--- src/dp_link_pkg.sv ---
package dp_link_pkg;

    localparam int SYM_W = 8;   // Symbol width
    localparam int LANES = 4;   // Lane maximum
    localparam int SPL   = 2;   // Symbols per lane per clock

    // One lane per clock, sublane 0 carries the earlier symbol
    typedef struct packed {
        logic [SPL-1:0]            msa;     // MSA flag per sublane
        logic [SPL-1:0][SYM_W-1:0] dat;
    } lane_sym_t;

    typedef struct packed {
        logic                  lock;
        lane_sym_t [LANES-1:0] lane;
    } lnk_beat_t;

    // Two symbols in send order
    typedef struct packed {
        logic [SYM_W-1:0] first;
        logic [SYM_W-1:0] second;
    } sym_pair_t;

    // Sublane that carried the first MSA symbol
    typedef enum logic {
        PHASE_0,
        PHASE_1
    } msa_phase_t;

endpackage

--- src/msa_pkg.sv ---
package msa_pkg;

    localparam int MSG_IDX_W = 5;   // Message index width
    localparam int MSG_DAT_W = 16;  // Message data width

    // Active lane count as seen on the control input
    typedef enum logic [1:0] {
        LANES_1 = 2'd1,
        LANES_2 = 2'd2,
        LANES_4 = 2'd3
    } lanes_cfg_t;

    // Read request from the message side
    typedef struct packed {
        logic [MSG_IDX_W-1:0] idx;
        logic                 first;    // Start of a new message
    } msg_req_t;

    typedef struct packed {
        logic [MSG_DAT_W-1:0] dat;
    } msg_rsp_t;

endpackage

--- src/msa_sym_ram.sv ---
module msa_sym_ram
#(
    parameter int P_RAM_DEPTH = 32
)
(
    input  logic                           CLK_IN,
    input  logic                           wr,
    input  logic [$clog2(P_RAM_DEPTH)-1:0] wr_addr,
    input  logic [7:0]                     wr_data,
    input  logic [$clog2(P_RAM_DEPTH)-1:0] rd_addr,
    output logic [7:0]                     rd_data
);

    logic [7:0] mem [P_RAM_DEPTH];

    always_ff @(posedge CLK_IN)
    begin
        if (wr)
            mem[wr_addr] <= wr_data;
    end

    // Read port is asynchronous, data follows the address in the same cycle
    assign rd_data = mem[rd_addr];

endmodule

--- src/msa_lane_capture.sv ---
module msa_lane_capture
#(
    parameter int P_RAM_DEPTH = 32
)
(
    input  logic                        CLK_IN,
    input  logic                        rst_n,
    input  dp_link_pkg::lane_sym_t      beat,
    input  logic [dp_link_pkg::SPL-1:0] rd,     // Logical strobes, bit 0 is first
    output dp_link_pkg::sym_pair_t      pair,
    output logic                        eop
);

    import dp_link_pkg::*;

    localparam int AW = $clog2(P_RAM_DEPTH);

    logic                      msa_any;
    logic                      msa_q;
    logic                      sop;
    msa_phase_t                phase;
    logic [SPL-1:0][AW-1:0]    wp;          // Write pointers per sublane
    logic [SPL-1:0][AW-1:0]    rp;          // Read pointers per sublane
    logic [SPL-1:0]            ram_rd;      // Physical read strobes
    logic [SPL-1:0][SYM_W-1:0] ram_dat;

    // Packet edges on the merged sublane flags
    assign msa_any = |beat.msa;
    assign sop     = msa_any & ~msa_q;
    assign eop     = ~msa_any & msa_q;

    always_ff @(posedge CLK_IN or negedge rst_n)
    begin
        if (!rst_n)
        begin
            msa_q <= 1'b0;
            phase <= PHASE_0;
        end
        else
        begin
            msa_q <= msa_any;
            // Packet started on the odd sublane
            if (sop)
                phase <= (beat.msa[1] && !beat.msa[0]) ? PHASE_1 : PHASE_0;
        end
    end

    always_ff @(posedge CLK_IN or negedge rst_n)
    begin
        if (!rst_n)
        begin
            wp <= '0;
            rp <= '0;
        end
        else
        begin
            for (int j = 0; j < SPL; j++)
            begin
                wp[j] <= beat.msa[j] ? wp[j] + 1'b1 : '0;   // Restart on every gap
                if (eop)
                    rp[j] <= '0;
                else if (ram_rd[j])
                    rp[j] <= rp[j] + 1'b1;
            end
        end
    end

    // Swap sublanes in phase 1 so the pair comes out in send order
    always_comb
    begin
        if (phase == PHASE_1)
        begin
            ram_rd      = {rd[0], rd[1]};
            pair.first  = ram_dat[1];
            pair.second = ram_dat[0];
        end
        else
        begin
            ram_rd      = rd;
            pair.first  = ram_dat[0];
            pair.second = ram_dat[1];
        end
    end

    for (genvar j = 0; j < SPL; j++)
    begin : gen_ram
        msa_sym_ram #(
            .P_RAM_DEPTH (P_RAM_DEPTH)
        ) ram_inst (
            .CLK_IN  (CLK_IN),
            .wr      (beat.msa[j]),
            .wr_addr (wp[j]),
            .wr_data (beat.dat[j]),
            .rd_addr (rp[j]),
            .rd_data (ram_dat[j])
        );
    end

    // A packet needs at least one flagged beat between its edges
    a_sop_eop_excl : assert property (@(posedge CLK_IN) disable iff (!rst_n)
        !(sop && eop));

endmodule

--- src/msa_read_mux.sv ---
module msa_read_mux
(
    input  logic                       CLK_IN,
    input  logic                       rst_n,
    input  msa_pkg::lanes_cfg_t        ctl_lanes,
    input  msa_pkg::msg_req_t          req,
    input  logic                       req_valid,
    input  logic                       rsp_ready,
    input  dp_link_pkg::sym_pair_t     pair [dp_link_pkg::LANES],
    output logic                       req_ready,
    output msa_pkg::msg_rsp_t          rsp,
    output logic                       rsp_valid,
    output logic [dp_link_pkg::LANES-1:0][dp_link_pkg::SPL-1:0] rd,
    output msa_pkg::lanes_cfg_t        lanes,
    output logic                       msg_start
);

    import dp_link_pkg::*;
    import msa_pkg::*;

    logic                      acc;         // Request accepted
    logic [MSG_DAT_W-1:0]      word;
    logic [LANES-1:0][SPL-1:0] sel_rd;
    logic [1:0]                lane_a;      // Lane for the high byte
    logic [1:0]                lane_b;      // Lane for the low byte
    logic                      slot;        // First or second symbol

    assign req_ready = ~rsp_valid | rsp_ready;
    assign acc       = req_valid & req_ready;
    assign msg_start = acc & req.first;
    assign rd        = acc ? sel_rd : '0;   // Only taken words step the pointers

    always_comb
    begin
        sel_rd = '0;
        case (lanes)
            LANES_4 :
            begin
                // Bit 0 picks the lane pair, bit 1 the symbol
                lane_a = {req.idx[0], 1'b0};
                lane_b = {req.idx[0], 1'b1};
                slot   = req.idx[1];
            end
            LANES_2 :
            begin
                lane_a = 2'd0;
                lane_b = 2'd1;
                slot   = req.idx[0];
            end
            default :
            begin
                lane_a = 2'd0;
                lane_b = 2'd0;
                slot   = 1'b0;
            end
        endcase

        if (lanes == LANES_4 || lanes == LANES_2)
        begin
            word = slot ? {pair[lane_a].second, pair[lane_b].second}
                        : {pair[lane_a].first, pair[lane_b].first};
            sel_rd[lane_a][slot] = 1'b1;
            sel_rd[lane_b][slot] = 1'b1;
        end
        else
        begin
            word      = {pair[0].first, pair[0].second};  // Both bytes from lane 0
            sel_rd[0] = 2'b11;
        end
    end

    always_ff @(posedge CLK_IN or negedge rst_n)
    begin
        if (!rst_n)
        begin
            lanes     <= LANES_1;
            rsp_valid <= 1'b0;
        end
        else
        begin
            lanes <= ctl_lanes;
            if (acc)
                rsp_valid <= 1'b1;
            else if (rsp_ready)
                rsp_valid <= 1'b0;
        end
    end

    // Loads only on an accepted request
    always_ff @(posedge CLK_IN)
    begin
        if (acc)
            rsp.dat <= word;
    end

    // Stalled word is held until the consumer takes it
    a_rsp_hold : assert property (@(posedge CLK_IN) disable iff (!rst_n)
        rsp_valid && !rsp_ready |=> rsp_valid && $stable(rsp));

endmodule

--- src/msa_irq_ctrl.sv ---
module msa_irq_ctrl
(
    input  logic                          CLK_IN,
    input  logic                          rst_n,
    input  logic                          lock,
    input  msa_pkg::lanes_cfg_t           lanes,
    input  logic [dp_link_pkg::LANES-1:0] eop,
    input  logic                          msg_start,
    output logic                          irq
);

    import dp_link_pkg::*;
    import msa_pkg::*;

    logic [LANES-1:0] done;     // Packet finished per lane
    logic [LANES-1:0] active;
    logic             all_done;

    always_comb
    begin
        case (lanes)
            LANES_4 : active = 4'b1111;
            LANES_2 : active = 4'b0011;
            default : active = 4'b0001;
        endcase
    end

    assign all_done = &(done | ~active);    // Unused lanes count as done

    always_ff @(posedge CLK_IN or negedge rst_n)
    begin
        if (!rst_n)
            done <= '0;
        else if (!lock || msg_start)
            done <= '0;
        else
            done <= done | eop;
    end

    always_ff @(posedge CLK_IN or negedge rst_n)
    begin
        if (!rst_n)
            irq <= 1'b0;
        else if (!lock || msg_start)
            irq <= 1'b0;    // New message or link lost
        else if (all_done)
            irq <= 1'b1;
    end

    // Interrupt never survives a clock without lock
    a_irq_lock : assert property (@(posedge CLK_IN) disable iff (!rst_n)
        !lock |=> !irq);

endmodule

--- src/msa_rx_top.sv ---
module msa_rx_top
#(
    parameter int P_RAM_DEPTH = 32
)
(
    input  logic                   CLK_IN,
    input  logic                   rst_n,
    input  dp_link_pkg::lnk_beat_t lnk,
    input  msa_pkg::lanes_cfg_t    ctl_lanes,
    input  msa_pkg::msg_req_t      req,
    input  logic                   req_valid,
    input  logic                   rsp_ready,
    output logic                   req_ready,
    output msa_pkg::msg_rsp_t      rsp,
    output logic                   rsp_valid,
    output logic                   irq
);

    import dp_link_pkg::*;
    import msa_pkg::*;

    sym_pair_t                 pair [LANES];
    logic [LANES-1:0][SPL-1:0] rd;
    logic [LANES-1:0]          eop;
    lanes_cfg_t                lanes;      // Registered lane count
    logic                      msg_start;

    for (genvar i = 0; i < LANES; i++)
    begin : gen_lane
        msa_lane_capture #(
            .P_RAM_DEPTH (P_RAM_DEPTH)
        ) lane_inst (
            .CLK_IN (CLK_IN),
            .rst_n  (rst_n),
            .beat   (lnk.lane[i]),
            .rd     (rd[i]),
            .pair   (pair[i]),
            .eop    (eop[i])
        );
    end

    msa_read_mux read_mux_inst (
        .CLK_IN    (CLK_IN),
        .rst_n     (rst_n),
        .ctl_lanes (ctl_lanes),
        .req       (req),
        .req_valid (req_valid),
        .rsp_ready (rsp_ready),
        .pair      (pair),
        .req_ready (req_ready),
        .rsp       (rsp),
        .rsp_valid (rsp_valid),
        .rd        (rd),
        .lanes     (lanes),
        .msg_start (msg_start)
    );

    msa_irq_ctrl irq_ctrl_inst (
        .CLK_IN    (CLK_IN),
        .rst_n     (rst_n),
        .lock      (lnk.lock),
        .lanes     (lanes),
        .eop       (eop),
        .msg_start (msg_start),
        .irq       (irq)
    );

endmodule

--- config.mk ---
export PLATFORM = sky130hd
export DESIGN_NAME = msa_rx_top
export DESIGN_NICKNAME = d
export VERILOG_FILES = /design/src/dp_link_pkg.sv /design/src/msa_pkg.sv /design/src/msa_sym_ram.sv /design/src/msa_lane_capture.sv /design/src/msa_read_mux.sv /design/src/msa_irq_ctrl.sv /design/src/msa_rx_top.sv
export SDC_FILE = /design/constraint.sdc
export NUM_CORES = 2
export LEC_CHECK = 0
export ABC_AREA = 0
export BUFFER_PORTS_ARGS = -buffer_cell sky130_fd_sc_hd__buf_2
export CORE_ASPECT_RATIO = 1.4
export CORE_MARGIN = 1
export CORE_UTILIZATION = 30
export CTS_BUF_LIST = sky130_fd_sc_hd__clkbuf_2
export DETAILED_ROUTE_END_ITERATION = 16
export PLACE_DENSITY_LB_ADDON = 0.08
export SYNTH_ARGS = -nofsm -noshare
export SYNTH_HDL_FRONTEND = slang
export SYNTH_HIERARCHICAL = 1
export SYNTH_SLANG_ARGS = --single-unit
--- constraint.sdc ---
create_clock -name CLK_IN -period 3.4 [get_ports CLK_IN]
set_input_delay 1.02 -clock CLK_IN [delete_from_list [all_inputs] [get_ports CLK_IN]]
set_output_delay 1.02 -clock CLK_IN [all_outputs]
set_load 0.1 [all_outputs]
# Yosys cells after proc, flatten, opt, wreduce, memory -nomap -nowiden
# Memories as Yosys holds them, arrays and structs flattened.
# Cells that the tools add are included.
dict set report op_classes {
  add_sub_neg 16
  order_cmp 8
  n_eq_ne 2
  mux 78
  n_bitwise 26
  n_reduce_logical 29
}
# op n
set ops {}
lappend ops {{$mux 16} 10}
lappend ops {{$mux 5} 24}
lappend ops {{$add 5x1->5 const B} 16}
lappend ops {{$bmux 16 s2} 2}
lappend ops {{$mux 1} 25}
lappend ops {{$reduce_bool 2->1} 10}
lappend ops {{$mux 2} 8}
lappend ops {{$and 1x1->1} 10}
lappend ops {{$not 1->1} 9}
lappend ops {{$demux 2 s2} 2}
lappend ops {{$mux 8} 1}
lappend ops {{$or 4x4->4} 2}
lappend ops {{$or 8x8->8} 1}
lappend ops {{$pmux 4 s2} 1}
lappend ops {{$reduce_or 2->1} 4}
lappend ops {{$logic_and 1x1->1} 7}
lappend ops {{$ge 3x3->1 const B} 2}
lappend ops {{$lt 2x3->1 const B} 2}
lappend ops {{$mux 6} 1}
lappend ops {{$not 2->3} 2}
lappend ops {{$logic_not 1->1} 5}
lappend ops {{$eq 2x2->1 const B} 2}
lappend ops {{$ge 2x1->1 const B} 2}
lappend ops {{$mux 4} 1}
lappend ops {{9 further kinds} 10}
dict set report totals {
  register_bits 112
  ramBits 2048
  input_bits 85
  out_inout_bits 19
  wordCells 196
  memories 8
}
# name depth width read_ports rd_ports_with_merged_regs write_ports line_no
set mem_list {}
lappend mem_list {{gen_lane[0].lane_inst.gen_ram[0].ram_inst.mem} 32 8 1 0 1 msa_sym_ram.sv:14} ;# logic [7:0] mem [P_RAM_DEPTH];
lappend mem_list {{gen_lane[0].lane_inst.gen_ram[1].ram_inst.mem} 32 8 1 0 1 msa_sym_ram.sv:14}
lappend mem_list {{gen_lane[1].lane_inst.gen_ram[0].ram_inst.mem} 32 8 1 0 1 msa_sym_ram.sv:14}
lappend mem_list {{gen_lane[1].lane_inst.gen_ram[1].ram_inst.mem} 32 8 1 0 1 msa_sym_ram.sv:14}
lappend mem_list {{gen_lane[2].lane_inst.gen_ram[0].ram_inst.mem} 32 8 1 0 1 msa_sym_ram.sv:14}
lappend mem_list {{gen_lane[2].lane_inst.gen_ram[1].ram_inst.mem} 32 8 1 0 1 msa_sym_ram.sv:14}
lappend mem_list {{+2 memories} -- -- -- -- -- --}

# Longest topological paths before layout
dict set report logic_depth {
  word_depth 14
  ltp_mapped 9
}

# Modules after synthesis
# The synthesis kept the hierarchy.
# mod instances cells_per_inst area_per_inst_um2 seq_area_each_um2
set by_module_without_submodules {}
lappend by_module_without_submodules {msa_sym_ram 8 409 9893.2 7687.4}
lappend by_module_without_submodules {msa_lane_capture 4 104 1181.1 550.5}
lappend by_module_without_submodules {msa_read_mux 1 114 1290.0 556.8}
lappend by_module_without_submodules {msa_irq_ctrl 1 19 203.9 125.1}

# Worst setup path after synthesis
# OpenSTA, ideal clock, no wires.
dict set report synth_timing {
  kind {input -> register}
  start {input rsp_ready}
  end {register gen_lane[1].lane_inst/rp[8] (netlist bit)}
  setup_time_ns 0.073
  arrival_time_ns 3.333
  slack_ns -0.006
  stages 6
  path_buffers 0
  path_cell_list {nand2b_1 -> and2_1 -> and2_1 -> mux2i_2 -> or3_1 -> a21oi_2}
}
# item line_no
set synth_rtl {}
lappend synth_rtl {{start: declaration} msa_rx_top.sv:12} ;# input logic rsp_ready,
lappend synth_rtl {{end signal: indexed assignment} msa_lane_capture.sv:63} ;# rp[j] <= rp[j] + 1'b1;
lappend synth_rtl {{end: declaration} msa_lane_capture.sv:23} ;# logic [SPL-1:0][AW-1:0] rp;

# Worst setup path in the final report
dict set report layout_timing {
  start {register read_mux_inst/rsp[11] (netlist name)}
  end {output rsp[11] (netlist bit)}
}
# item line_no
set layout_rtl {}
lappend layout_rtl {{end: declaration} msa_rx_top.sv:14} ;# output msa_pkg::msg_rsp_t rsp,
# No word-level cell between the ends.

==> key figures <==
Outcome
  – Status: complete, but fails checks
  – Failing checks: setup timing

Floorplan
  – Die area: between 200,000 and 300,000 µm²
  – Die Height: 633 µm
  – Starting Density: a little under a third
  – Cell Rows: approximately 230
  – Core ar.: around 280,000 µm²
  – DIE WIDTH: between 400 and 500 µm
  – Top-Level Pins: roughly 100

Route
  – Number of DRC markers in iteration 0: 2,167
  – DRT Pass-1 Iters: 5
  – Antenna-violating nets left: 0
  – Post-Route WL: 220 mm
  – Drt wl/cell: around 24 µm
  – DRC: 0
  – Routed via count: between 40,000 and 50,000
  – Routed vias/inst: around 4.6

Critical path
  – Cell Chain, Critical Path: buf_12
  – CP endpoint kind: output port
  – Top delay family on crit path: flip-flops
  – Crit-path max cell delay: between 0.5 and 0.6 ns
  – Slowest CP cell: edfxtp_1
  – Critical path origin: read_mux_inst/rsp[11]
  – R2r startpoint: gen_lane[1].lane_inst/rp[0]
  – R2R Path End: read_mux_inst/rsp[5]
  – Req. time, crit path: ~2.4 ns
  – CP Launch Type: flop
  – R2R Setup Slk: 0.03 ns
  – Levels on crit path: 1
  – CP Capture Point: rsp[11]
  – WP data arrival: roughly 2.6 ns
  – CP bufs+invs: 1
  – Setup Crit Path Kind: reg2out
  – FF-to-FF path depth: 9
  – Peak fanout along the critical path: 1

Hold path
  – Hold Crit Class: in2reg

CTS
  – CTS sink count: roughly 2,200
  – TritonCTS clock tree: yes
  – Total CTS buffers: between 500 and 600
  – Clk root buf: clkbuf_2
  – H-tree depth: 6
  – Clock Latency Late Sink: about 1.8 ns
  – Clk pin slew, worst setup/hold paths: roughly 0.11 ns
  – Clk buf depth: 4

GRT
  – First-pass GRT wire length: between 300 and 400 mm
  – Vias in the first global route: between 40,000 and 50,000
  – Total gr overflow: 0
  – Largest net degree at the start of global routing: 45
  – Number of antenna violations at the first check in global routing: 14
  – Total GRT Usage: ~15%

Place
  – Final Wtd Congestion: around 0.74
  – Port Buf Inserts: 100
  – Placed insts: between 7,000 and 8,000
  – Hpwl dp: roughly 140 mm
  – DP Area: roughly 93,000 µm²

Timing
  – Worst-Margin Slew: 1.03 ns
  – Max Slew Vio Count: 0
  – Max-slew headroom: 31.5%
  – F_max: 0.278 GHz
  – Final Hold Viols: 0
  – Final setup margin: -0.197 ns
  – RSZ-0062 raised after global routing: true
  – Final setup viols: 7
  – Crit path time final: 3.60 ns
  – Final hold slack: roughly 0.32 ns
  – Clock skew: ~0.19 ns
  – Ratio of final minimum period to clock period: 106%

Flow run
  – Max-cap violations: 0

Logic synthesis
  – Synth Area per Inst: roughly 22 µm²
  – Count leader, synth: edfxtp_1
  – Synth unique cells: 46
  – Sequential fraction of the synthesis area: ~75%
  – Post-synth EDFFs: slightly above 2,000
  – Ys Warns: 6
  – Asr flop ratio synth: about 4.4%
  – Area leader, netlist: edfxtp_1
  – Commonest cells post-synth: edfxtp_1, mux4_2, nor2_1
  – Mapped cell area: approximately 85,000 µm²
  – Synth Register Bits: around 2,200
  – Share of the synthesized area in the top cell type: 72.6%
  – Predominant post-synthesis flop cell: edfxtp_1
  – Syn Inst Count: 3,821
  – Syn nets: a little under 4,000
  – Top post-synthesis cells by area: edfxtp_1, mux4_2, dfrtp_1

Layout
  – Fill cell count: 26,400
  – Multi-input gate area: roughly 20,000 µm²
  – Final instance area: around 100,000 µm²
  – Fin cells: ~9,000
  – Share of post-route cells with drive strength above 1: a little over two fifths
  – Area Overhead vs Synth: 17.4%
  – Sequential cell area: around 64,000 µm²
  – # nets final: between 4,000 and 5,000

Power
  – P_leak: approximately 32 nW
  – Maximum VDD drop: roughly 0.00024 V
  – Power Dens Cells: about 570 nW/µm²
flip-flops by register name, summed over array words and instances (netlist names):
name                                     cells
gen_lane.lane_inst/rp                       40
gen_lane.lane_inst/msa_q                     4
irq_ctrl_inst/irq                            1
read_mux_inst/lanes                          2
gen_lane.lane_inst/gen_ram.ram_inst/mem   2048
read_mux_inst/rsp_valid                      1
gen_lane.lane_inst/wp                       40
read_mux_inst/rsp                           16
gen_lane.lane_inst/phase                     4
irq_ctrl_inst/done                           4
layer usage:
metal | GRT usage, % | vias up | wire length [µm]
met5 | 0 | - | 86
met4 | 4.90 | 12 | 5330
met3 | 3.06 | 391 | 8320
met2 | 28.3 | 840 | 119000
met1 | 17.7 | 21700 | 86400
li1 | - | 18400 | -
stage by stage:
stage | util (%) | power, W | setup WS [ns] | TNS (ns)
after floorplan | - | 0.0355 | 0.304 | 0
after global placement | 33.0 | 0.0391 | -0.112 | -0.362
after detailed placement | 33.0 | 0.0391 | -0.0983 | -0.399
after CTS | 35.3 | 0.0585 | -0.594 | -7.00
after global routing | 35.4 | 0.0600 | -0.503 | -6.27
final | 35.4 | 0.0571 | -0.197 | -0.742
cell families (layout without fill, tap and decap cells):
kind of cell | Yosys count | in the layout | synth area share [%]
flops | 2160 | 2160 | 75.4
mux | 800 | 800 | 19.0
simple gates | 525 | 525 | 3.01
buf+inv | 194 | 1615 | 1.22
compound gates | 94 | 94 | 0.796
xor+xnor | 32 | 32 | 0.328
fa+ha+maj | 16 | 16 | 0.235
other cells | 0 | 11 | 0
timing repair:
action,4_1_cts,5_1_grt
hold buffers,98,0
setup endpoints to repair,28,25
hold endpoints to repair,3261,0
pin swaps,2,1
cloned,3,0
buffers inserted,28,9
resized for setup,81,13
final cells by class:
cell class	count	area share (%)
Antenna cell	11	0.0275
Clock buffer	802	4.01
Clock inverter	161	1.14
Inverter	14	0.0525
Multi-Input combinational cell	1467	20.0
Sequential cell	2160	64.3
Tap cell	3728	4.66
Timing Repair Buffer	638	5.82
cells in the final DEF (no fill, tap or decap), types with 17 or more instances in the layout:
master	synthesis	layout
a21oi_1	17	17
buf_12	0	64
nor2_1	300	300
dlygate4sd3_1	0	97
dfrtp_1	95	78
o21ai_0	24	24
or3b_2	24	24
buf_2	22	80
clkinv_1	0	106
bufinv_16	0	18
and2_1	35	35
nand3b_1	42	42
clkbuf_2	0	802
mux4_2	640	640
or3_1	32	32
nand3_1	50	50
mux2_2	128	126
edfxtp_1	2064	2064
buf_4	49	374
report_power, final:
part	internal, W	leakage (nW)	total, W	switching [W]
registers	0.0294	19.9	0.0298	0.000326
logic	0.00434	8.68	0.00886	0.00451
clock network	0.00767	3.87	0.0184	0.0108
total	0.0415	32.4	0.0571	0.0156
how the worst min path moves through the flow:
stage	start	depth (start not counted)	end	slack, ns
after floorplan	irq_ctrl_inst/done[1]	2	irq_ctrl_inst/done[1]	0.46
final	lnk[4]	2	flop	0.32
after global routing	lnk[35]	3	gen_lane[1].lane_inst/wp[9]	0.06
after detailed placement	irq_ctrl_inst/done[1]	2	irq_ctrl_inst/done[1]	0.49
after CTS	lnk[35]	3	gen_lane[1].lane_inst/wp[9]	0.004
after global placement	irq_ctrl_inst/done[3]	2	irq_ctrl_inst/done[3]	0.48
Note: power is estimated with default switching activity, not from simulation.
